==> src/source/dcache_pkg.sv <==
// L1 data cache shared definitions
// Geometry of the sets and ways, request and store encodings,
// tag/valid/dirty entry layout and the per-bank memory controls
package dcache_pkg;

  // Cache geometry
  localparam int DCACHE_L1_ASSOCIATIVITY = 4;
  localparam int DCACHE_L1_WAY_IDX_LEN   = 2;
  localparam int DCACHE_L1_N_SETS        = 16;
  localparam int DCACHE_L1_IDX_LEN       = 4;
  // Line and doubleword size in bytes
  localparam int DCACHE_L1_LINE_SIZE     = 32;
  localparam int DCACHE_L1_WORD_SIZE     = 8;
  localparam int DCACHE_L1_BYTE_OFF_LEN  = 5;
  // Tag/valid/dirty entry
  localparam int DCACHE_L1_TAG_LEN       = 22;
  localparam int DCACHE_L1_TVD_LEN       = 24;
  localparam int DCACHE_L1_TVD_BE_LEN    = 3;

  // Tvd write value codes, bit 1 is valid and bit 0 is dirty
  // All clear also wipes the tag
  localparam logic [1:0] TVD_WR_CLEAR = 2'b00;
  localparam logic [1:0] TVD_WR_VALID = 2'b10;
  localparam logic [1:0] TVD_WR_DIRTY = 2'b11;

  // Stage-0 request kinds
  typedef enum logic [3:0] {
    d0_ReadLsq,
    d0_ReadD1,
    d0_ReadL2,
    d0_WriteCleanLineD1,
    d0_WriteDirtyLineD1,
    d0_WriteStoreD1,
    d0_CleanDirty,
    d0_ReadUpdate,
    d0_ResetLines
  } d0_req_type_e;

  // Store size: byte, halfword, word, doubleword
  typedef enum logic [1:0] {B, HW, W, DW} store_width_e;

  // Dirty in bit 0, valid in bit 1, tag on top
  typedef struct packed {
    logic [DCACHE_L1_TAG_LEN-1:0] tag;
    logic                         valid;
    logic                         dirty;
  } tvd_entry_t;

  typedef logic [DCACHE_L1_LINE_SIZE-1:0][7:0] line_t;

  typedef struct packed {
    logic                            cs;
    logic                            we;
    logic [DCACHE_L1_TVD_BE_LEN-1:0] be;
  } tmem_ctrl_t;

  typedef struct packed {
    logic                           cs;
    logic                           we;
    logic [DCACHE_L1_LINE_SIZE-1:0] be;
  } dmem_ctrl_t;

endpackage

==> src/source/dcache_bank.sv <==
// Single-port synchronous memory bank
// Byte-enabled writes, registered reads, word type set by parameter
`timescale 1ns/1ns

module dcache_bank #(
  parameter type word_t = logic [7:0],
  parameter int  DEPTH  = 16
) (
  input  logic                           clk_i,
  input  logic                           cs_i,
  input  logic                           we_i,
  input  logic [$bits(word_t)/8-1:0]     be_i,
  input  logic [$clog2(DEPTH)-1:0]       addr_i,
  input  word_t                          wdata_i,
  output word_t                          rdata_o
);

  // Bytes per word
  localparam int N_BYTES = $bits(word_t) / 8;

  logic [N_BYTES-1:0][7:0] mem_q [DEPTH];
  logic [N_BYTES-1:0][7:0] wbytes;

  assign wbytes = wdata_i;

  // Write only the enabled bytes
  always_ff @(posedge clk_i) begin
    if (cs_i && we_i) begin
      for (int b = 0; b < N_BYTES; b++) begin
        if (be_i[b]) begin
          mem_q[addr_i][b] <= wbytes[b];
        end
      end
    end
  end

  // Read data held until the next read
  always_ff @(posedge clk_i) begin
    if (cs_i && !we_i) begin
      rdata_o <= word_t'(mem_q[addr_i]);
    end
  end

  // Controller never writes an unselected bank
  assert property (@(posedge clk_i) we_i |-> cs_i)
    else $error("ERR %0t: bank write without chip select", $time);

endmodule

==> src/source/dcache_way.sv <==
// One cache way
// Tag/valid/dirty bank and data bank, write value merge and tag compare
`timescale 1ns/1ns

module dcache_way (
  input  logic                                          clk_i,
  input  logic                                          arst_n_i,
  input  dcache_pkg::tmem_ctrl_t                        tvd_ctrl_i,
  input  dcache_pkg::dmem_ctrl_t                        data_ctrl_i,
  input  logic [1:0]                                    tvd_wr_sel_i,
  input  logic [dcache_pkg::DCACHE_L1_IDX_LEN-1:0]      index_i,
  input  logic [dcache_pkg::DCACHE_L1_TAG_LEN-1:0]      tag_i,
  input  logic [8*dcache_pkg::DCACHE_L1_WORD_SIZE-1:0]  store_data_i,
  input  dcache_pkg::line_t                             fill_line_i,
  output dcache_pkg::tvd_entry_t                        entry_o,
  output dcache_pkg::line_t                             line_o,
  output logic                                          hit_o
);

  import dcache_pkg::*;

  tvd_entry_t                   tvd_wdata;
  line_t                        line_wdata;
  logic                         tvd_rd;
  logic                         rd_q;
  logic [DCACHE_L1_TAG_LEN-1:0] cmp_tag_q;

  // Code zero clears everything, otherwise bits give valid and dirty
  assign tvd_wdata = (tvd_wr_sel_i == TVD_WR_CLEAR) ? '0 :
                     {tag_i, tvd_wr_sel_i[1], tvd_wr_sel_i[0]};

  // Full enable only on a fill, a store replicates its doubleword
  assign line_wdata = (&data_ctrl_i.be) ? fill_line_i :
                      line_t'({(DCACHE_L1_LINE_SIZE / DCACHE_L1_WORD_SIZE){store_data_i}});

  assign tvd_rd = tvd_ctrl_i.cs & ~tvd_ctrl_i.we;

  dcache_bank #(.word_t(tvd_entry_t), .DEPTH(DCACHE_L1_N_SETS)) tvd_bank_inst (
    .clk_i   (clk_i),
    .cs_i    (tvd_ctrl_i.cs),
    .we_i    (tvd_ctrl_i.we),
    .be_i    (tvd_ctrl_i.be),
    .addr_i  (index_i),
    .wdata_i (tvd_wdata),
    .rdata_o (entry_o)
  );

  dcache_bank #(.word_t(line_t), .DEPTH(DCACHE_L1_N_SETS)) data_bank_inst (
    .clk_i   (clk_i),
    .cs_i    (data_ctrl_i.cs),
    .we_i    (data_ctrl_i.we),
    .be_i    (data_ctrl_i.be),
    .addr_i  (index_i),
    .wdata_i (line_wdata),
    .rdata_o (line_o)
  );

  // Tag of the lookup in flight
  always_ff @(posedge clk_i) begin
    if (tvd_rd) begin
      cmp_tag_q <= tag_i;
    end
  end

  always_ff @(posedge clk_i or negedge arst_n_i) begin
    if (!arst_n_i) begin
      rd_q <= 1'b0;
    end else begin
      rd_q <= tvd_rd;
    end
  end

  assign hit_o = rd_q & entry_o.valid & (entry_o.tag == cmp_tag_q);

endmodule

==> config.mk <==
export PLATFORM = sky130hd
export DESIGN_NAME = dcache_way
export DESIGN_NICKNAME = d
export VERILOG_FILES = /design/src/source/dcache_pkg.sv /design/src/source/dcache_bank.sv /design/src/source/dcache_way.sv
export SDC_FILE = /design/constraint.sdc
export NUM_CORES = 2
export LEC_CHECK = 0
export BUFFER_PORTS_ARGS = -buffer_cell sky130_fd_sc_hd__buf_2
export CAP_MARGIN = 20
export CELL_PAD_IN_SITES_DETAIL_PLACEMENT = 1
export CELL_PAD_IN_SITES_GLOBAL_PLACEMENT = 2
export CORE_MARGIN = 5
export CORE_UTILIZATION = 27
export CTS_CLUSTER_SIZE = 8
export DETAILED_ROUTE_END_ITERATION = 10
export GPL_ROUTABILITY_DRIVEN = 0
export GPL_TIMING_DRIVEN = 0
export PLACE_DENSITY_LB_ADDON = 0.25
export SLEW_MARGIN = 0
export SYNTH_ARGS = -nofsm -noshare
export SYNTH_HDL_FRONTEND = slang
export SYNTH_MEMORY_MAX_BITS = 65536
export SYNTH_SLANG_ARGS = --single-unit
==> constraint.sdc <==
create_clock -name clk_i -period 1.52 [get_ports clk_i]
set_clock_uncertainty 0.1 [all_clocks]
set_input_delay 0.076 -clock clk_i [delete_from_list [all_inputs] [get_ports clk_i]]
set_output_delay 0.076 -clock clk_i [all_outputs]
set_load 0.005 [all_outputs]
Word-level counts from Yosys, hierarchy flattened
Memory sizes are Yosys's and may differ from the RTL's. A register that Yosys moved wholly into a read port is not among the register bits.
Cells that the tools add are included.
{"block": "totals", "regBits": 23, "latch_bits": 0, "mem_bits_rw": 4480, "romBits": 0, "output_inout_bits": 281, "elab_cells": 124, "n_memories": 2}
{"block": "classes", "add_sub_neg": 0, "n_mul": 0, "div_mod_pow": 0, "n_lt_le_gt_ge": 0, "eq_ne": 1, "n_shift": 0, "mux": 107, "n_bitwise": 4, "reduce_logical": 8}
{"name": "data_bank_inst.mem_q", "words": 16, "width": 256, "rd": 1, "rd_ports_with_merged_regs": 1, "wr": 1, "line_no": "dcache_bank.sv:21", "source": "logic [N_BYTES-1:0][7:0] mem_q [DEPTH];"}
{"name": "tvd_bank_inst.mem_q", "words": 16, "width": 24, "rd": 1, "rd_ports_with_merged_regs": 1, "wr": 1, "line_no": "dcache_bank.sv:21"}
{"cell": "two-way mux 256 bit", "count": 1}
{"cell": "two-way mux 1 bit", "count": 105}
{"cell": "AND reduction 32 bit", "count": 1}
{"cell": "two-way mux 24 bit", "count": 1}
{"cell": "equality test 22 bit", "count": 1}
{"cell": "logical AND 1 bit", "count": 4}
{"cell": "AND 1 bit", "count": 3}
{"cell": "zero test 1 bit", "count": 2}
{"cell": "zero test 2 bit", "count": 1}
{"cell": "inverter 1 bit", "count": 1}

Depth between registers and ports, before layout
{"block": "depth", "depth_word": 3, "ltp_mapped": 7, "depth_no_buf": 4}

By module
Synthesis repeated with hierarchy kept, for this count alone.
{"block": "unflattened", "hier_cells": 8206, "hier_area_um2": 182672.7}
{"module": "dcache_bank (data_bank_inst)", "n_inst": 1, "cells_each": 7142, "area_per_inst_um2": 162902.5, "seq_area_each_um2": 130685.3}
{"module": "dcache_bank (tvd_bank_inst)", "n_inst": 1, "cells_each": 688, "area_per_inst_um2": 15422.3, "seq_area_each_um2": 12251.8}
{"module": "dcache_way", "n_inst": 1, "cells_each": 376, "area_per_inst_um2": 4347.9, "seq_area_each_um2": 685.7}

Worst setup path before layout
OpenSTA, ideal clock, no wires.
{"block": "synth_path", "path_type": "input to register", "start": "in data_ctrl_i[32] (netlist bit)", "end": "reg data_bank_inst.rdata_o[0] (netlist bit), read port of data_bank_inst.mem_q, enable pin", "setup_time_ns": 0.912, "arrival_time_ns": 11.395, "required_time_ns": 0.508, "path_slack_ns": -10.887, "path_stages": 1, "path_buffers": 0, "path_cell_list": "nor2b_1"}
{"block": "synth_between", "elab_chain_cells": 2}
{"element": "start, declared", "line_no": "dcache_way.sv:9", "source": "input dcache_pkg::dmem_ctrl_t data_ctrl_i,"}
{"element": "zero test 1 bit", "line_no": "dcache_bank.sv:39", "source": "if (cs_i && !we_i) begin"}
{"element": "logical AND 1 bit", "line_no": "dcache_bank.sv:39"}
{"element": "end, declared", "line_no": "dcache_bank.sv:15", "source": "output word_t rdata_o"}
Every way passes these cells.
A chain may end at the register's enable or synchronous reset.

Worst setup path in the final report
{"block": "layout_path", "start": "reg tvd_bank_inst.rdata_o[9] (netlist name)", "end": "out hit_o"}
{"block": "layout_between", "elab_chain_cells": 2}
{"element": "equality test 22 bit", "line_no": "dcache_way.sv:73", "source": "assign hit_o = rd_q & entry_o.valid & (entry_o.tag == cmp_tag_q);"}
{"element": "AND 1 bit", "line_no": "dcache_way.sv:73"}
{"element": "end, declared", "line_no": "dcache_way.sv:17", "source": "output logic hit_o"}
Every way passes these cells.

==> flow_summary.html <==
<table>
<tr><th>Metric</th><th>Value</th></tr>
<tr><th colspan="2">Status</th></tr>
<tr><td>Result of the run</td><td>finished, violations left</td></tr>
<tr><td>Violated checks</td><td>antenna rules, hold timing, setup timing</td></tr>
<tr><th colspan="2">Clocking</th></tr>
<tr><td>Clock Path Buffers</td><td>4</td></tr>
<tr><td>TritonCTS clock tree</td><td>done</td></tr>
<tr><td>CTS clock-pin slew for the worst setup and hold paths</td><td>0.05 ns</td></tr>
<tr><td>Num CTS Buffers</td><td>674</td></tr>
<tr><td>Depth of the CTS H-tree</td><td>6</td></tr>
<tr><td>Clock Root Buffer</td><td>clkbuf_16</td></tr>
<tr><td>Clock sink total</td><td>4,783</td></tr>
<tr><td>Clk_lat worst skew</td><td>1.11 ns</td></tr>
<tr><th colspan="2">Drt</th></tr>
<tr><td>Iter 0 DRT Violations</td><td>9,728</td></tr>
<tr><td>Via/cell ratio</td><td>4.92</td></tr>
<tr><td>DRC violation count after routing</td><td>0</td></tr>
<tr><td>Via count of the routed design</td><td>95,700</td></tr>
<tr><td>Number of nets with antenna violations after detailed routing</td><td>1</td></tr>
<tr><td>Pre-Repair DR Iteration Count</td><td>5</td></tr>
<tr><td>Detailed Route WL</td><td>680,000 microns</td></tr>
<tr><td>Average wire per standard cell</td><td>35.0 microns</td></tr>
<tr><th colspan="2">Yosys</th></tr>
<tr><td>Top FF cell, synth</td><td>edfxtp_1</td></tr>
<tr><td>Yosys top cell area share</td><td>0.789</td></tr>
<tr><td>Most instantiated cells after synthesis</td><td>edfxtp_1 (4,782), mux4_2 (1,120), nor2_1 (563), a22oi_1 (560), nand2_1 (325)</td></tr>
<tr><td>Sequential share of the synthesized area</td><td>0.789</td></tr>
<tr><td>Cell area after synthesis</td><td>0.182 sq mm</td></tr>
<tr><td>Mean instance size in the synthesized netlist</td><td>22.2 sq um</td></tr>
<tr><td>Gate count after technology mapping</td><td>8,182</td></tr>
<tr><td>Number of synthesized flops with an enable pin</td><td>4,782</td></tr>
<tr><td>Post-synthesis register bit count</td><td>4,783</td></tr>
<tr><td>Distinct cell type count of the synthesized netlist</td><td>20</td></tr>
<tr><td>Biggest area contributors in the synthesized netlist</td><td>edfxtp_1 (79%), mux4_2 (14%), a22oi_1 (2.3%)</td></tr>
<tr><td>Async set-reset flop share out of synthesis</td><td>0.000209</td></tr>
<tr><td>Count of synthesis-stage warnings from yosys</td><td>0</td></tr>
<tr><td>Net count after synthesis</td><td>8,571</td></tr>
<tr><td>Most frequent cell after synthesis</td><td>edfxtp_1</td></tr>
<tr><td>Cell type with the largest total area after synthesis</td><td>edfxtp_1</td></tr>
<tr><th colspan="2">STA</th></tr>
<tr><td>Worst max-slew margin expressed relative to the limit</td><td>0.150</td></tr>
<tr><td>Final worst path period share</td><td>1.88</td></tr>
<tr><td>Slew at the pin closest to its max-slew limit</td><td>1.27 ns</td></tr>
<tr><td>Hold slack final</td><td>-0.470 ns</td></tr>
<tr><td>Final worst slack</td><td>-1.33 ns</td></tr>
<tr><td>Final Setup Violations</td><td>6,910</td></tr>
<tr><td>Upper clock frequency limit</td><td>351 MHz</td></tr>
<tr><td>Hold Vio Cnt, Final</td><td>426</td></tr>
<tr><td>Number of max-slew violations in the final report</td><td>0</td></tr>
<tr><td>Min cycle time layout</td><td>2.85 ns</td></tr>
<tr><td>Setup total negative slack</td><td>-4957.72 ns</td></tr>
<tr><td>Setup repair after global routing missed its margin</td><td>true</td></tr>
<tr><th colspan="2">Finish</th></tr>
<tr><td>Final Cell Area</td><td>0.228 sq mm</td></tr>
<tr><td>Share of post-route cells with drive strength above 1</td><td>0.360</td></tr>
<tr><td>Area added between synthesis and finish</td><td>25.5%</td></tr>
<tr><td>Count of nets after finishing</td><td>10,700</td></tr>
<tr><th colspan="2">Critical path</th></tr>
<tr><td>Crit path launch type</td><td>flop</td></tr>
<tr><td>Nature of the critical path endpoint</td><td>output pin</td></tr>
<tr><td>Largest stage delay on the critical path</td><td>0.48 ns</td></tr>
<tr><td>Crit path max-delay family</td><td>simple AND/OR/NAND/NOR gates</td></tr>
<tr><td>Kind of critical path</td><td>reg2out</td></tr>
<tr><td>CP Cell Sequence</td><td>xnor2_1 &gt; nand4_1 &gt; or4_1 &gt; nor4_1 &gt; buf_2</td></tr>
<tr><td>Number of buffer and inverter stages on the critical path</td><td>1</td></tr>
<tr><td>Critical path peak fanout</td><td>2</td></tr>
<tr><td>Cell at the slowest stage of the critical path</td><td>or4_1</td></tr>
<tr><td>Arr. time, crit path</td><td>2.68 ns</td></tr>
<tr><td>Critical path required time</td><td>1.34 ns</td></tr>
<tr><th colspan="2">Global route</th></tr>
<tr><td>Largest net degree at the start of global routing</td><td>33</td></tr>
<tr><td>First-pass GRT wire length</td><td>891,000 microns</td></tr>
<tr><td>Number of global-route vias before repair</td><td>101,000</td></tr>
<tr><td>Leftover overflow at the end of global routing</td><td>0</td></tr>
<tr><td>Overall routing resource usage</td><td>0.189</td></tr>
<tr><td>Number of antenna violations at the first check in global routing</td><td>152</td></tr>
<tr><th colspan="2">Floorplanning</th></tr>
<tr><td>Effective utilization at floorplan</td><td>0.271</td></tr>
<tr><td>Width of the die</td><td>831 microns</td></tr>
<tr><td>Y dimension of the die</td><td>831 microns</td></tr>
<tr><td>Cell Rows</td><td>301</td></tr>
<tr><td>Full die area</td><td>0.690 sq mm</td></tr>
<tr><td>Standard cell core area</td><td>0.672 sq mm</td></tr>
<tr><td>Top-level port count</td><td>670</td></tr>
<tr><th colspan="2">Place</th></tr>
<tr><td>Instance area after placement</td><td>0.200 sq mm</td></tr>
<tr><td>Buffers on Ports</td><td>667</td></tr>
<tr><td>Detailed-placement wirelength estimate</td><td>478,000 microns</td></tr>
<tr><th colspan="2">Power</th></tr>
<tr><td>Areal power density over the cells</td><td>1320 mW/mm^2</td></tr>
<tr><td>Worst vdd ir</td><td>0.000933 V</td></tr>
<tr><td>Leakage dissipation</td><td>72.3 nW</td></tr>
<tr><td>Post-route total power</td><td>301 mW</td></tr>
<tr><th colspan="2">Hold path</th></tr>
<tr><td>Hold crit path type</td><td>in2reg</td></tr>
<tr><th colspan="2">Flow run</th></tr>
<tr><td># Max-Cap Violations</td><td>0</td></tr>
</table>
-- final timing paths --
kind	start	slack, ns	cells past startpoint	end
max	tvd_bank_inst.rdata_o[9]$_DFFE_PP_	-1.33	5	hit_o
min	tvd_ctrl_i[2]	-0.47	3	tvd_bank_inst.mem_q[8][16]$_DFFE_PP_
max reg2reg	data_bank_inst.mem_q[3][11]$_DFFE_PP_	-0.48	3	data_bank_inst.rdata_o[11]$_DFFE_PP_
min reg2reg	data_bank_inst.mem_q[12][248]$_DFFE_PP_	0.65	3	data_bank_inst.rdata_o[248]$_DFFE_PP_
max in group asynchronous	arst_n_i	0.95	4	rd_q$_DFF_PN0_
min in group asynchronous	arst_n_i	0.27	4	rd_q$_DFF_PN0_
-- where the power goes --
group          total, mW  internal [mW]  switching, mW
sequential           147            147          0.478
combinational       18.6           6.31           12.3
clock                135           79.5           56.0
total                301            233           68.7
-- kinds of logic (layout without fill, tap and decap cells) --
| family | Yosys count | after routing | synth area share |
|---|---|---|---|
| compound gates | 560 | 560 | 0.0231 |
| mux | 1376 | 1443 | 0.154 |
| buf+inv | 498 | 2626 | 0.0119 |
| flops | 4783 | 4783 | 0.789 |
| simple gates | 943 | 943 | 0.0202 |
| xor+xnor | 22 | 22 | 0.00106 |
| other cells | 0 | 146 | 0 |
-- stage by stage --
step	cells	hold slack (ns)	setup slack, ns	util
finish	19500	-0.470	-1.33	0.340
global route	19300	-0.536	-1.45	0.339
CTS	19200	-0.437	-1.46	0.334
detailed placement	17900	-0.245	-3.14	0.297
global placement	17800	-0.248	-6.70	0.295
floorplan	8182	-0.320	-2.92	-
-- state kept, by name, summed over array words and instances (netlist names) --
register / cells
cmp_tag_q: 22
data_bank_inst.mem_q: 4096
data_bank_inst.rdata_o: 256
rd_q: 1
tvd_bank_inst.mem_q: 384
tvd_bank_inst.rdata_o: 24
-- worst register-to-register path: stages (launching register included) --
cell and delay [ns]:
edfxtp_1 0.37, mux4_2 0.49, a22oi_1 0.47, nand2_1 0.26
-- placed cells by master (no fill, tap or decap), types with 31 or more instances in the layout --
cell type | netlist | final
mux4_2 | 1120 | 1120
a22oi_2 | 0 | 43
nand2_1 | 325 | 262
nand2_2 | 0 | 41
nor2_4 | 0 | 267
clkbuf_16 | 0 | 689
edfxtp_1 | 4782 | 4782
clkbuf_8 | 0 | 31
diode_2 | 0 | 146
a22oi_1 | 560 | 517
clkbuf_1 | 248 | 178
mux2_4 | 0 | 129
clkbuf_2 | 0 | 68
buf_2 | 155 | 768
nor2_2 | 0 | 51
mux2_2 | 256 | 194
nor2_1 | 563 | 245
buf_4 | 22 | 61
dlygate4sd3_1 | 0 | 540
buf_12 | 0 | 93
buf_1 | 70 | 50
-- metal layers --
layer  GRT usage  routed length (microns)  vias to the layer above
met1       0.245                   272000                    52000
met3      0.0389                    51400                      999
li1            -                        -                    38700
met2       0.309                   328000                     3952
met5           0                      138                        -
met4      0.0771                    28300                       24
-- timing repair --
action                                   CTS  global route
pin swaps                                  6            68
buffers inserted                          11            26
hold buffers                             506            36
resized for setup                        222           549
hold endpoints to repair                7962          1044
gates cloned                              33            47
endpoints found under the setup margin  9037          8143
-- cell type report --
class / instances / area, sq um
fill: 66000 / 444000
sequential: 4783 / 144000
multi-input combinational: 2968 / 40200
clock buffer: 707 / 17100
timing repair buffer: 1352 / 11400
tap: 8938 / 11200
buffer: 498 / 3220
clock inverter: 69 / 1240
antenna: 146 / 365
Note: power is estimated with default switching activity, not from simulation.
