[src/source/dcache_pkg.sv]
// L1 data cache shared definitions
// Geometry of the sets and ways, request and store encodings,
// tag/valid/dirty entry layout and the per-bank memory controls
package dcache_pkg;

  // Cache geometry
  localparam int DCACHE_L1_ASSOCIATIVITY = 4;
  localparam int DCACHE_L1_WAY_IDX_LEN   = 2;
  localparam int DCACHE_L1_N_SETS        = 16;
  localparam int DCACHE_L1_IDX_LEN       = 4;
  // Line and doubleword size in bytes
  localparam int DCACHE_L1_LINE_SIZE     = 32;
  localparam int DCACHE_L1_WORD_SIZE     = 8;
  localparam int DCACHE_L1_BYTE_OFF_LEN  = 5;
  // Tag/valid/dirty entry
  localparam int DCACHE_L1_TAG_LEN       = 22;
  localparam int DCACHE_L1_TVD_LEN       = 24;
  localparam int DCACHE_L1_TVD_BE_LEN    = 3;

  // Tvd write value codes, bit 1 is valid and bit 0 is dirty
  // All clear also wipes the tag
  localparam logic [1:0] TVD_WR_CLEAR = 2'b00;
  localparam logic [1:0] TVD_WR_VALID = 2'b10;
  localparam logic [1:0] TVD_WR_DIRTY = 2'b11;

  // Stage-0 request kinds
  typedef enum logic [3:0] {
    d0_ReadLsq,
    d0_ReadD1,
    d0_ReadL2,
    d0_WriteCleanLineD1,
    d0_WriteDirtyLineD1,
    d0_WriteStoreD1,
    d0_CleanDirty,
    d0_ReadUpdate,
    d0_ResetLines
  } d0_req_type_e;

  // Store size: byte, halfword, word, doubleword
  typedef enum logic [1:0] {B, HW, W, DW} store_width_e;

  // Dirty in bit 0, valid in bit 1, tag on top
  typedef struct packed {
    logic [DCACHE_L1_TAG_LEN-1:0] tag;
    logic                         valid;
    logic                         dirty;
  } tvd_entry_t;

  typedef logic [DCACHE_L1_LINE_SIZE-1:0][7:0] line_t;

  typedef struct packed {
    logic                            cs;
    logic                            we;
    logic [DCACHE_L1_TVD_BE_LEN-1:0] be;
  } tmem_ctrl_t;

  typedef struct packed {
    logic                           cs;
    logic                           we;
    logic [DCACHE_L1_LINE_SIZE-1:0] be;
  } dmem_ctrl_t;

endpackage

[src/source/d0_cache_ctrl.sv]
// Stage-0 cache controller
// Decodes the request kind into per-way chip selects, write enables
// and byte enables for the tag/valid/dirty and data banks
`timescale 1ns/1ns

module d0_cache_ctrl (
  input  logic                                              d0_enable_i,
  input  dcache_pkg::d0_req_type_e                          d0_req_type_i,
  input  dcache_pkg::store_width_e                          store_width_i,
  input  logic [dcache_pkg::DCACHE_L1_BYTE_OFF_LEN-1:0]     byte_addr_in_line_i,
  // Registered lookup results from stage 1
  input  logic [dcache_pkg::DCACHE_L1_ASSOCIATIVITY-1:0]    hit_vec_i,
  input  logic [dcache_pkg::DCACHE_L1_ASSOCIATIVITY-1:0]    replace_vec_i,
  input  logic [dcache_pkg::DCACHE_L1_ASSOCIATIVITY-1:0]    d1_one_hot_dirty_vec_i,
  input  logic                                              d1_stalled_i,
  output dcache_pkg::tmem_ctrl_t [dcache_pkg::DCACHE_L1_ASSOCIATIVITY-1:0] tvd_ctrl_vec_o,
  output dcache_pkg::dmem_ctrl_t [dcache_pkg::DCACHE_L1_ASSOCIATIVITY-1:0] data_ctrl_vec_o,
  output logic [1:0]                                        tvd_wr_sel_o,
  output logic                                              rd_issue_o
);

  import dcache_pkg::*;

  // Byte enables of a store inside the line
  logic [DCACHE_L1_LINE_SIZE-1:0]     store_be;
  // Ways written in this cycle
  logic [DCACHE_L1_ASSOCIATIVITY-1:0] way_we;

  // Width-aligned enable mask, low offset bits ignored above byte size
  always_comb begin
    unique case (store_width_i)
      B:  store_be = DCACHE_L1_LINE_SIZE'(8'h01) << byte_addr_in_line_i;
      HW: store_be = DCACHE_L1_LINE_SIZE'(8'h03) << {byte_addr_in_line_i[4:1], 1'b0};
      W:  store_be = DCACHE_L1_LINE_SIZE'(8'h0f) << {byte_addr_in_line_i[4:2], 2'b00};
      DW: store_be = DCACHE_L1_LINE_SIZE'(8'hff) << {byte_addr_in_line_i[4:3], 3'b000};
      default: store_be = '0;
    endcase
  end

  always_comb begin
    // Idle unless a request is enabled
    tvd_ctrl_vec_o  = '0;
    data_ctrl_vec_o = '0;
    tvd_wr_sel_o    = TVD_WR_CLEAR;
    rd_issue_o      = 1'b0;
    if (d0_enable_i) begin
      unique case (d0_req_type_i)
        // Lookup in all ways
        d0_ReadLsq, d0_ReadD1, d0_ReadL2: begin
          rd_issue_o = 1'b1;
          for (int k = 0; k < DCACHE_L1_ASSOCIATIVITY; k++) begin
            tvd_ctrl_vec_o[k].cs  = 1'b1;
            tvd_ctrl_vec_o[k].be  = '1;
            data_ctrl_vec_o[k].cs = 1'b1;
            data_ctrl_vec_o[k].be = '1;
          end
        end
        // Whole line into the victim way
        d0_WriteCleanLineD1, d0_WriteDirtyLineD1: begin
          tvd_wr_sel_o = (d0_req_type_i == d0_WriteDirtyLineD1) ? TVD_WR_DIRTY : TVD_WR_VALID;
          for (int k = 0; k < DCACHE_L1_ASSOCIATIVITY; k++) begin
            tvd_ctrl_vec_o[k].cs  = replace_vec_i[k];
            tvd_ctrl_vec_o[k].we  = replace_vec_i[k];
            tvd_ctrl_vec_o[k].be  = '1;
            data_ctrl_vec_o[k].cs = replace_vec_i[k];
            data_ctrl_vec_o[k].we = replace_vec_i[k];
            data_ctrl_vec_o[k].be = '1;
          end
        end
        // Store into the hit way, only the low entry bytes so the
        // upper tag byte is untouched
        d0_WriteStoreD1: begin
          tvd_wr_sel_o = TVD_WR_DIRTY;
          for (int k = 0; k < DCACHE_L1_ASSOCIATIVITY; k++) begin
            tvd_ctrl_vec_o[k].cs  = hit_vec_i[k];
            tvd_ctrl_vec_o[k].we  = hit_vec_i[k];
            tvd_ctrl_vec_o[k].be  = 3'b011;
            data_ctrl_vec_o[k].cs = hit_vec_i[k];
            data_ctrl_vec_o[k].we = hit_vec_i[k];
            data_ctrl_vec_o[k].be = store_be;
          end
        end
        // Drop the dirty bit of the dirty hit way
        d0_CleanDirty: begin
          tvd_wr_sel_o = TVD_WR_VALID;
          for (int k = 0; k < DCACHE_L1_ASSOCIATIVITY; k++) begin
            tvd_ctrl_vec_o[k].cs = d1_one_hot_dirty_vec_i[k];
            tvd_ctrl_vec_o[k].we = d1_one_hot_dirty_vec_i[k];
            tvd_ctrl_vec_o[k].be = 3'b011;
          end
        end
        // Held back while stage 1 is stalled, requester re-issues
        d0_ReadUpdate: begin
          if (!d1_stalled_i) begin
            rd_issue_o = 1'b1;
            for (int k = 0; k < DCACHE_L1_ASSOCIATIVITY; k++) begin
              tvd_ctrl_vec_o[k].cs  = 1'b1;
              tvd_ctrl_vec_o[k].be  = '1;
              data_ctrl_vec_o[k].cs = 1'b1;
              data_ctrl_vec_o[k].be = '1;
            end
          end
        end
        // Invalidate the whole set
        d0_ResetLines: begin
          for (int k = 0; k < DCACHE_L1_ASSOCIATIVITY; k++) begin
            tvd_ctrl_vec_o[k].cs = 1'b1;
            tvd_ctrl_vec_o[k].we = 1'b1;
            tvd_ctrl_vec_o[k].be = '1;
          end
        end
        default: begin
          tvd_ctrl_vec_o  = '0;
          data_ctrl_vec_o = '0;
        end
      endcase
    end
  end

  always_comb begin
    for (int k = 0; k < DCACHE_L1_ASSOCIATIVITY; k++) begin
      way_we[k] = tvd_ctrl_vec_o[k].we | data_ctrl_vec_o[k].we;
    end
  end

  // Stage-1 vectors must never point at two ways for a line write
  always_comb begin
    if (d0_enable_i && (d0_req_type_i inside {d0_WriteCleanLineD1, d0_WriteDirtyLineD1,
                                              d0_WriteStoreD1})) begin
      assert final ($onehot0(way_we))
        else $error("ERR %0t: line write selects more than one way", $time);
    end
  end

endmodule

[config.mk]
export PLATFORM = sky130hd
export DESIGN_NAME = d0_cache_ctrl
export DESIGN_NICKNAME = d
export VERILOG_FILES = /design/src/source/dcache_pkg.sv /design/src/source/d0_cache_ctrl.sv
export SDC_FILE = /design/constraint.sdc
export NUM_CORES = 1
export LEC_CHECK = 0
export BUFFER_PORTS_ARGS = -buffer_cell sky130_fd_sc_hd__buf_4
export CAP_MARGIN = 20
export CORE_MARGIN = 4
export CORE_UTILIZATION = 40
export DETAILED_ROUTE_END_ITERATION = 8
export GPL_ROUTABILITY_DRIVEN = 0
export PLACE_DENSITY_LB_ADDON = 0.3
export SLEW_MARGIN = 10
export SYNTH_ARGS = -nofsm -noshare
export SYNTH_HDL_FRONTEND = slang
export SYNTH_SLANG_ARGS = --single-unit
[constraint.sdc]
create_clock -name vclk -period 2.51
set_clock_uncertainty 0.05 [all_clocks]
set_input_delay 0.6275 -clock vclk [all_inputs]
set_output_delay 0.6275 -clock vclk [all_outputs]
set_load 0.005 [all_outputs]
## Yosys cells after proc, flatten, opt, wreduce, memory -nomap -nowiden

Cells that the tools add are included.

- Bits of input ports: 25
- Word-level logic and storage cells: 54
- Output and inout port bits: 159
- Flip-flop bits (word level): 0

- Reduce and logical (&&, ||, !) cells: 8
- Muxes and demuxes: 31
- Equal/unequal tests: 11
- Shifts and indexed selects: 4

Operators by type and width:

| operator | count |
|---|---|
| $pmux W33 S4 | 3 |
| $mux W136 | 1 |
| $pmux W32 S4 | 1 |
| $pmux W32 S3 | 1 |
| $pmux W4 S5 | 3 |
| $mux W33 | 1 |
| $mux W32 | 1 |
| $shl A1 B5 Y32 const A | 1 |
| $shl A2 B5 Y32 const A | 1 |
| $shl A4 B5 Y32 const A | 1 |
| $shl A8 B5 Y32 const A | 1 |
| $mux W20 | 1 |
| $pmux W1 S4 | 5 |
| $eq A4 B3 Y1 const B | 4 |
| $pmux W1 S2 | 5 |
| $pmux W3 S3 | 1 |
| $eq A4 B2 Y1 const B | 2 |
| $pmux W2 S3 | 1 |
| $reduce_or A6 Y1 | 1 |
| $pmux W1 S5 | 1 |
| $reduce_or A5 Y1 | 1 |
| $eq A2 B2 Y1 const B | 2 |
| $eq A4 B1 Y1 const B | 1 |
| $eq A4 B4 Y1 const B | 1 |
| 10 further kinds | 13 |

## Logic depth before layout (Yosys ltp)

Gate-level depths: netlist of run 1.

- Depth after elaboration: 4
- Depth in mapped cells: 7

## Least setup slack after synthesis of run 1

Ideal clock, no wire load.

- Kind: input-to-output
- Start point: input byte_addr_in_line_i[2] (netlist bit)
- End point: output data_ctrl_vec_o[126] (netlist bit)
- Data arrival time: 1836 ps
- Setup slack: -4 ps
- Required time: 1832 ps
- Stages: 6
- Cells stage by stage: buf_2 > or2_1 > o21ai_0 > o21ai_1 > o21ai_0 > buf_4

RTL lines:

| what | RTL line | RTL |
|---|---|---|
| from (decl) | d0_cache_ctrl.sv:10 | `input logic [dcache_pkg::DCACHE_L1_BYTE_OFF_LEN-1:0] byte_addr_in_line_i,` |
| to (decl) | d0_cache_ctrl.sv:17 | `output dcache_pkg::dmem_ctrl_t [dcache_pkg::DCACHE_L1_ASSOCIATIVITY-1:0] data_ctrl_vec_o,` |

==> results of run 1 <==
-- cell families after synthesis --
| kind of cell | count (synthesis) | synth area share |
|---|---|---|
| simple gates | 70 | 0.220 |
| compound gates | 160 | 0.438 |
| buf+inv | 101 | 0.342 |
-- power groups by stage --
| stage | sequential [W] | clock (W) | combinational (W) |
|---|---|---|---|
| after CTS | 0 | 0 | 0.000600 |
| after global placement | 0 | 0 | 0.000554 |
| final | 0 | 0 | 0.000694 |
| after floorplan | 0 | 0 | 0.000302 |
| after global routing | 0 | 0 | 0.000741 |
| after detailed placement | 0 | 0 | 0.000567 |
-- Yosys cell counts (all sizes together) (3+ instances only) --
| cell | number | area share |
|---|---|---|
| a21oi | 51 | 0.13 |
| a311oi | 3 | 0.016 |
| a31oi | 6 | 0.019 |
| and2 | 7 | 0.023 |
| and3 | 3 | 0.0094 |
| buf | 85 | 0.31 |
| clkbuf | 13 | 0.024 |
| inv | 3 | 0.0056 |
| nand2 | 5 | 0.0094 |
| nand2b | 6 | 0.019 |
| nand4b | 9 | 0.039 |
| nand4bb | 4 | 0.023 |
| nor2 | 20 | 0.038 |
| nor2b | 5 | 0.016 |
| o21a | 3 | 0.011 |
| o21ai | 90 | 0.23 |
| or2 | 4 | 0.013 |
-- through the flow --
step	hold WS [ns]	setup TNS [ns]
CTS	1.57	-0.685
floorplan	1.31	-0.0156
detailed placement	1.57	-16.85
global placement	1.56	-10.10
global route	1.61	-4.98
finish	1.57	-0.562
-- cell type report --
cell class / instances / area [µm²]
repair buffers: 251 / 2030
multi-input cells: 236 / 1770
fillers: 320 / 890
well taps: 67 / 83.8
inverters: 3 / 11.3
-- layer usage --
metal  vias to the layer above  global-route usage  share of wire
met2                       254               0.488           0.49
met3                        54              0.0596           0.11
met4                         0              0.0402          0.034
met1                      1469               0.315           0.36
li1                       1463                   -              -
met5                         -                   0              0
-- what timing repair did --
| item | in CTS | in global routing |
|---|---|---|
| pin swaps | 23 | 28 |
| resized for setup | 47 | 117 |
| setup endpoints to repair | 128 | 147 |
| setup buffers | 1 | 1 |
| hold buffers | 0 | 0 |
| cloned | 4 | 4 |
-- worst max-delay path: stages --
cell and delay, ns:
sky130_fd_sc_hd__buf_4 0.14, sky130_fd_sc_hd__a22oi_2 0.33, sky130_fd_sc_hd__buf_4 0.19, sky130_fd_sc_hd__nor2_1 0.08
sky130_fd_sc_hd__o21ai_4 0.23, sky130_fd_sc_hd__buf_6 0.14, sky130_fd_sc_hd__o21ai_2 0.05, sky130_fd_sc_hd__buf_4 0.14
-- path summary, 6_finish.rpt --
| kind | from | endpoint | slack [ns] | cells past startpoint |
|---|---|---|---|---|
| max | byte_addr_in_line_i[1] | data_ctrl_vec_o[22] | -0.09 | 8 |
| min | d1_one_hot_dirty_vec_i[0] | tvd_ctrl_vec_o[3] | 1.57 | 4 |
==> qor.csv, run 1 <==
metric,value,unit
status,"complete, but fails checks",
failed_checks,negative setup slack,
die_h,78.7,µm
share_of_total_power_in_sequential_cells,0,
first_global_vias,2896,
timing.max_slew.rel_slack,0.770,
crit_arrival,1.92,ns
detail-route-antenna-nets,0,
netlist_instances,331,
place_area,3280,µm²
worst-setup-path-type,input pin to primary output,
final_cells,557,
p_per_area,178,nW/µm²
timing.final.crit_share,1.04,
most_frequent_cells_in_the_layout,"sky130_fd_sc_hd__buf_4 (225), sky130_fd_sc_hd__a21oi_1 (43), sky130_fd_sc_hd__o21ai_2 (37)",
grt_first_pass_wirelength,13800,µm
most_common_library_cell_in_the_layout_ignoring_fill_and_taps,sky130_fd_sc_hd__buf_4,
vdd.ir_drop.worst,0.101,mV
p_sw_frac,0.480,
n_antenna_cell,0,
final-hold-violation-count,0,
firstDrtPassIters,5,
hold_path_class,input pin to primary output,
post-place-ws,-0.239,ns
period_needed,2.60,ns
drt_iter0_markers,243,
synth_cell_type_count,38,
cell_internal_pwr,0.000361,W
p_leak,1.90,nW
final_layout_size_suffix_gt1_frac,0.684,
totalWireLength,10000,µm
cell_count_after_placement,547,
wl_per_cell,18.0,µm
drv_slew,0,
initial_antenna_violation_count,0,
register_area,0,µm²
via_count,3240,
tightestPinTransition,0.342,ns
floorplan_row_count,25,
die_w,78.7,µm
cp_data_required_time,1.83,ns
cap_violations,0,
core_area,4790,µm²
layout.core_utilization,0.814,
net_count_after_synthesis,356,
ys.warnings.count,0,
timing.critical_path.from_type,input pin,
report.final.setup_viol,32,
timing.critical_path.to_type,primary output,
synth-seq-area-share,0,
routed_via_density,5.82,
net-switching-power,0.000333,W
layout.clock_buffers,0,
clock.fmax,0.385,GHz
p_total,0.000694,W
finalWorstSetupSlack,-0.0899,ns
seq_cells,0,
syn2layout_area_growth,95.0,%
p_clk_frac,0,
global_route_usage_over_all_layers,0.265,
overflow,0,
layout.nets,517,
dp_hpwl,6730,µm
portBuffers,184,
drc,0,
initial_core_util,0.418,
maximum_number_of_pins_on_one_net_before_global_route_repair,28,
final_design_area_no_fill,3900,µm²
avgSynthCellArea,6.04,µm²
combinationalPowerShare,1.000,
rsz0062_at_grt,yes,
combined_area_of_all_synthesized_cells,2000,µm²
die-area,6190,µm²
io_pins,184,
path_max_fanout,5,
Note: power is estimated with default switching activity, not from simulation.
==> run 2: changes to the inputs <==
CORE_MARGIN = 2   (was 4)
GPL_TIMING_DRIVEN = 0   (was default)
clock period = 2.7 ns   (was 2.51 ns; I/O delays follow)
==> qor.csv, run 2 <==
metric,value,unit
synth_top_cell_by_area,sky130_fd_sc_hd__buf_4,
portBuffers,183,
synth_cell_type_count,38,
post-synth-top-count-cell,sky130_fd_sc_hd__buf_4,
netlist_instances,331,
synth-seq-area-share,0,
maximum_number_of_pins_on_one_net_before_global_route_repair,12,
worst-ep-kind,primary output,
ys.warnings.count,0,
die_w,74.7,µm
netlist_top_cells_area,"sky130_fd_sc_hd__buf_4 (27%), sky130_fd_sc_hd__o21ai_0 (16%), sky130_fd_sc_hd__a21oi_1 (13%), sky130_fd_sc_hd__o21ai_1 (6.8%), sky130_fd_sc_hd__nand4b_1 (3.9%)",
error_message,"[ERROR DPL-0038] Utilization greater than 100%, impossible to legalize",
status,stopped before the end,
cts_hold_buffers,0,
io_pins,184,
top_cell_type_s_share_of_synthesized_area,0.274,
cell_count_after_placement,581,
timing.grt.repair.worst_endpoint,data_ctrl_vec_o[85],
die_h,74.7,µm
initial_core_util,0.418,
synth.cells.most_frequent,"sky130_fd_sc_hd__buf_4 (73), sky130_fd_sc_hd__o21ai_0 (62), sky130_fd_sc_hd__a21oi_1 (50), sky130_fd_sc_hd__o21ai_1 (27), sky130_fd_sc_hd__nor2_1 (20)",
flow.stopped_at,global routing,
dp_hpwl,6460,µm
avgSynthCellArea,6.04,µm²
combined_area_of_all_synthesized_cells,2000,µm²
floorplan_row_count,25,
net_count_after_synthesis,356,
## run 2: kinds of logic after synthesis
kind of cell,Yosys count,synth area share
AOI/OAI and AO/OA,160,0.438
and+or+nand+nor,70,0.220
buffers and inverters,101,0.342
## run 2: through the flow
stage                     worst slack, ns  area, µm²  hold WS (ns)  utilization
after floorplan                    0.0911       2000          1.40            -
after global placement             -0.241       3460          1.68        0.722
after detailed placement           -0.287       3460          1.67        0.722
after CTS                          -0.118       3910          1.65        0.816
## run 2: repair_timing
action                                  in CTS
pin swaps                                   14
cloned                                       2
endpoints found under the hold margin        0
resized for setup                          142
setup buffers                                2
endpoints found under the setup margin     137
==> run 3: changes to the inputs <==
CORE_UTILIZATION = 25   (was 40)
PLACE_DENSITY_LB_ADDON = 0.15   (was 0.3)
==> qor.csv, run 3 (same netlist as run 1, synthesis figures left out) <==
metric,value,unit
die_w,93.4,µm
portBuffers,183,
detail-route-antenna-nets,0,
global_route_usage_over_all_layers,0.192,
p_total,0.000879,W
routed_via_density,5.10,
timing.critical_path.from_type,input pin,
crit_chain,"buf_6, buf_6, or2_1, buf_6, a31o_4, clkbuf_16, o21ai_4, buf_6, buf_6",
timing.final.crit_share,1.02,
min_delay_path_depth,4,
totalWireLength,10500,µm
register_area,0,µm²
cp_slowest_cell,sky130_fd_sc_hd__a31o_4,
layout.core_utilization,0.695,
worst-path-stages,9,
timing.max_slew.rel_slack,0.713,
drc,0,
min_delay_worst_endpoint,tvd_ctrl_vec_o[13],
min-delay-start,d1_one_hot_dirty_vec_i[2],
slowest_delay,0.29,ns
cts_hold_buffers,0,
grt_first_pass_wirelength,13900,µm
first_global_vias,2782,
p_per_area,164,nW/µm²
die_h,93.4,µm
routed_length_on_met3,732,µm
filler_cell_count,614,
syn2layout_area_growth,169,%
timing.critical_path.to_type,primary output,
clock.fmax,0.361,GHz
dp_hpwl,6860,µm
report.final.setup_viol,41,
wl_per_cell,16.6,µm
worst-setup-path-type,input pin to primary output,
initial_antenna_violation_count,0,
firstDrtPassIters,4,
n_antenna_cell,0,
hold_path_class,input pin to primary output,
period_needed,2.77,ns
most_frequent_cells_in_the_layout,"sky130_fd_sc_hd__buf_6 (151), sky130_fd_sc_hd__buf_4 (123), sky130_fd_sc_hd__o21ai_4 (36)",
vdd.ir_drop.worst,0.0725,mV
drt_iter0_markers,141,
layout.nets,559,
overflow,0,
rsz0062_at_grt,yes,
path_max_fanout,7,
cp_data_required_time,1.98,ns
final-hold-violation-count,0,
cpLargestDelayFamily,buffers and inverters,
finalWorstSetupSlack,-0.0675,ns
maximum_number_of_pins_on_one_net_before_global_route_repair,12,
io_pins,184,
core_area,7730,µm²
met2RoutedLength,5520,µm
seq_cells,0,
status,"complete, but fails checks",
die-area,8720,µm²
crit_arrival,2.04,ns
critPathMostFrequentCell,sky130_fd_sc_hd__buf_6,
tightestPinTransition,0.431,ns
layout.clock_buffers,0,
routedLengthMet1,4090,µm
drv_slew,0,
worst-path-buf-inv,6,
most_common_library_cell_in_the_layout_ignoring_fill_and_taps,sky130_fd_sc_hd__buf_6,
final_layout_size_suffix_gt1_frac,0.782,
top_layer_used,met4,
p_leak,2.36,nW
failed_checks,negative setup slack,
cap_violations,0,
via_count,3232,
floorplan_row_count,32,
initial_core_util,0.259,
## run 3: how the worst max path moves through the flow
stage | startpoint | to | slack [ns]
CTS | byte_addr_in_line_i[2] | data_ctrl_vec_o[74] | -0.12
global placement | byte_addr_in_line_i[2] | data_ctrl_vec_o[112] | -0.29
detailed placement | byte_addr_in_line_i[2] | data_ctrl_vec_o[112] | -0.33
finish | d0_req_type_i[1] | data_ctrl_vec_o[117] | -0.07
global route | d0_req_type_i[1] | data_ctrl_vec_o[117] | -0.11
floorplan | byte_addr_in_line_i[2] | data_ctrl_vec_o[126] | 0.09
## run 3: repair_timing
action,CTS,global route
pin swaps,13,28
cloned,4,4
setup endpoints to repair,141,144
setup buffers,5,10
resized for setup,202,220
## run 3: power breakdown
| part | leakage (nW) | internal (W) | switching (W) |
|---|---|---|---|
| registers | 0 | 0 | 0 |
| logic | 2.36 | 0.000491 | 0.000389 |
| clock network | 0 | 0 | 0 |
| total | 2.36 | 0.000491 | 0.000389 |
## run 3: per-layer routing
| layer | up-vias | track usage |
|---|---|---|
| met3 | 14 | 0.0266 |
| met2 | 144 | 0.368 |
| met4 | 0 | 0.00368 |
| met1 | 1534 | 0.238 |
| li1 | 1540 | - |
| met5 | - | 0 |
## run 3: through the flow
stage / TNS (ns) / std cells / hold slack (ns) / area (µm²) / setup WS (ns)
after floorplan: 0 / 331 / 1.40 / 2000 / 0.0911
after global placement: -21.30 / 616 / 1.69 / 3500 / -0.294
after detailed placement: -25.41 / 616 / 1.67 / 3500 / -0.327
after CTS: -4.51 / 623 / 1.67 / 4320 / -0.123
after global routing: -6.20 / 634 / 1.72 / 5370 / -0.114
final: -1.70 / 634 / 1.67 / 5370 / -0.0675
## run 3: cell type report
cell class	instances	area (µm²)	area share
multi-input combinational	232	2270	0.423
timing repair buffer	203	1910	0.356
buffer	94	1050	0.195
tap	102	128	0.0238
inverter	3	11.3	0.00210
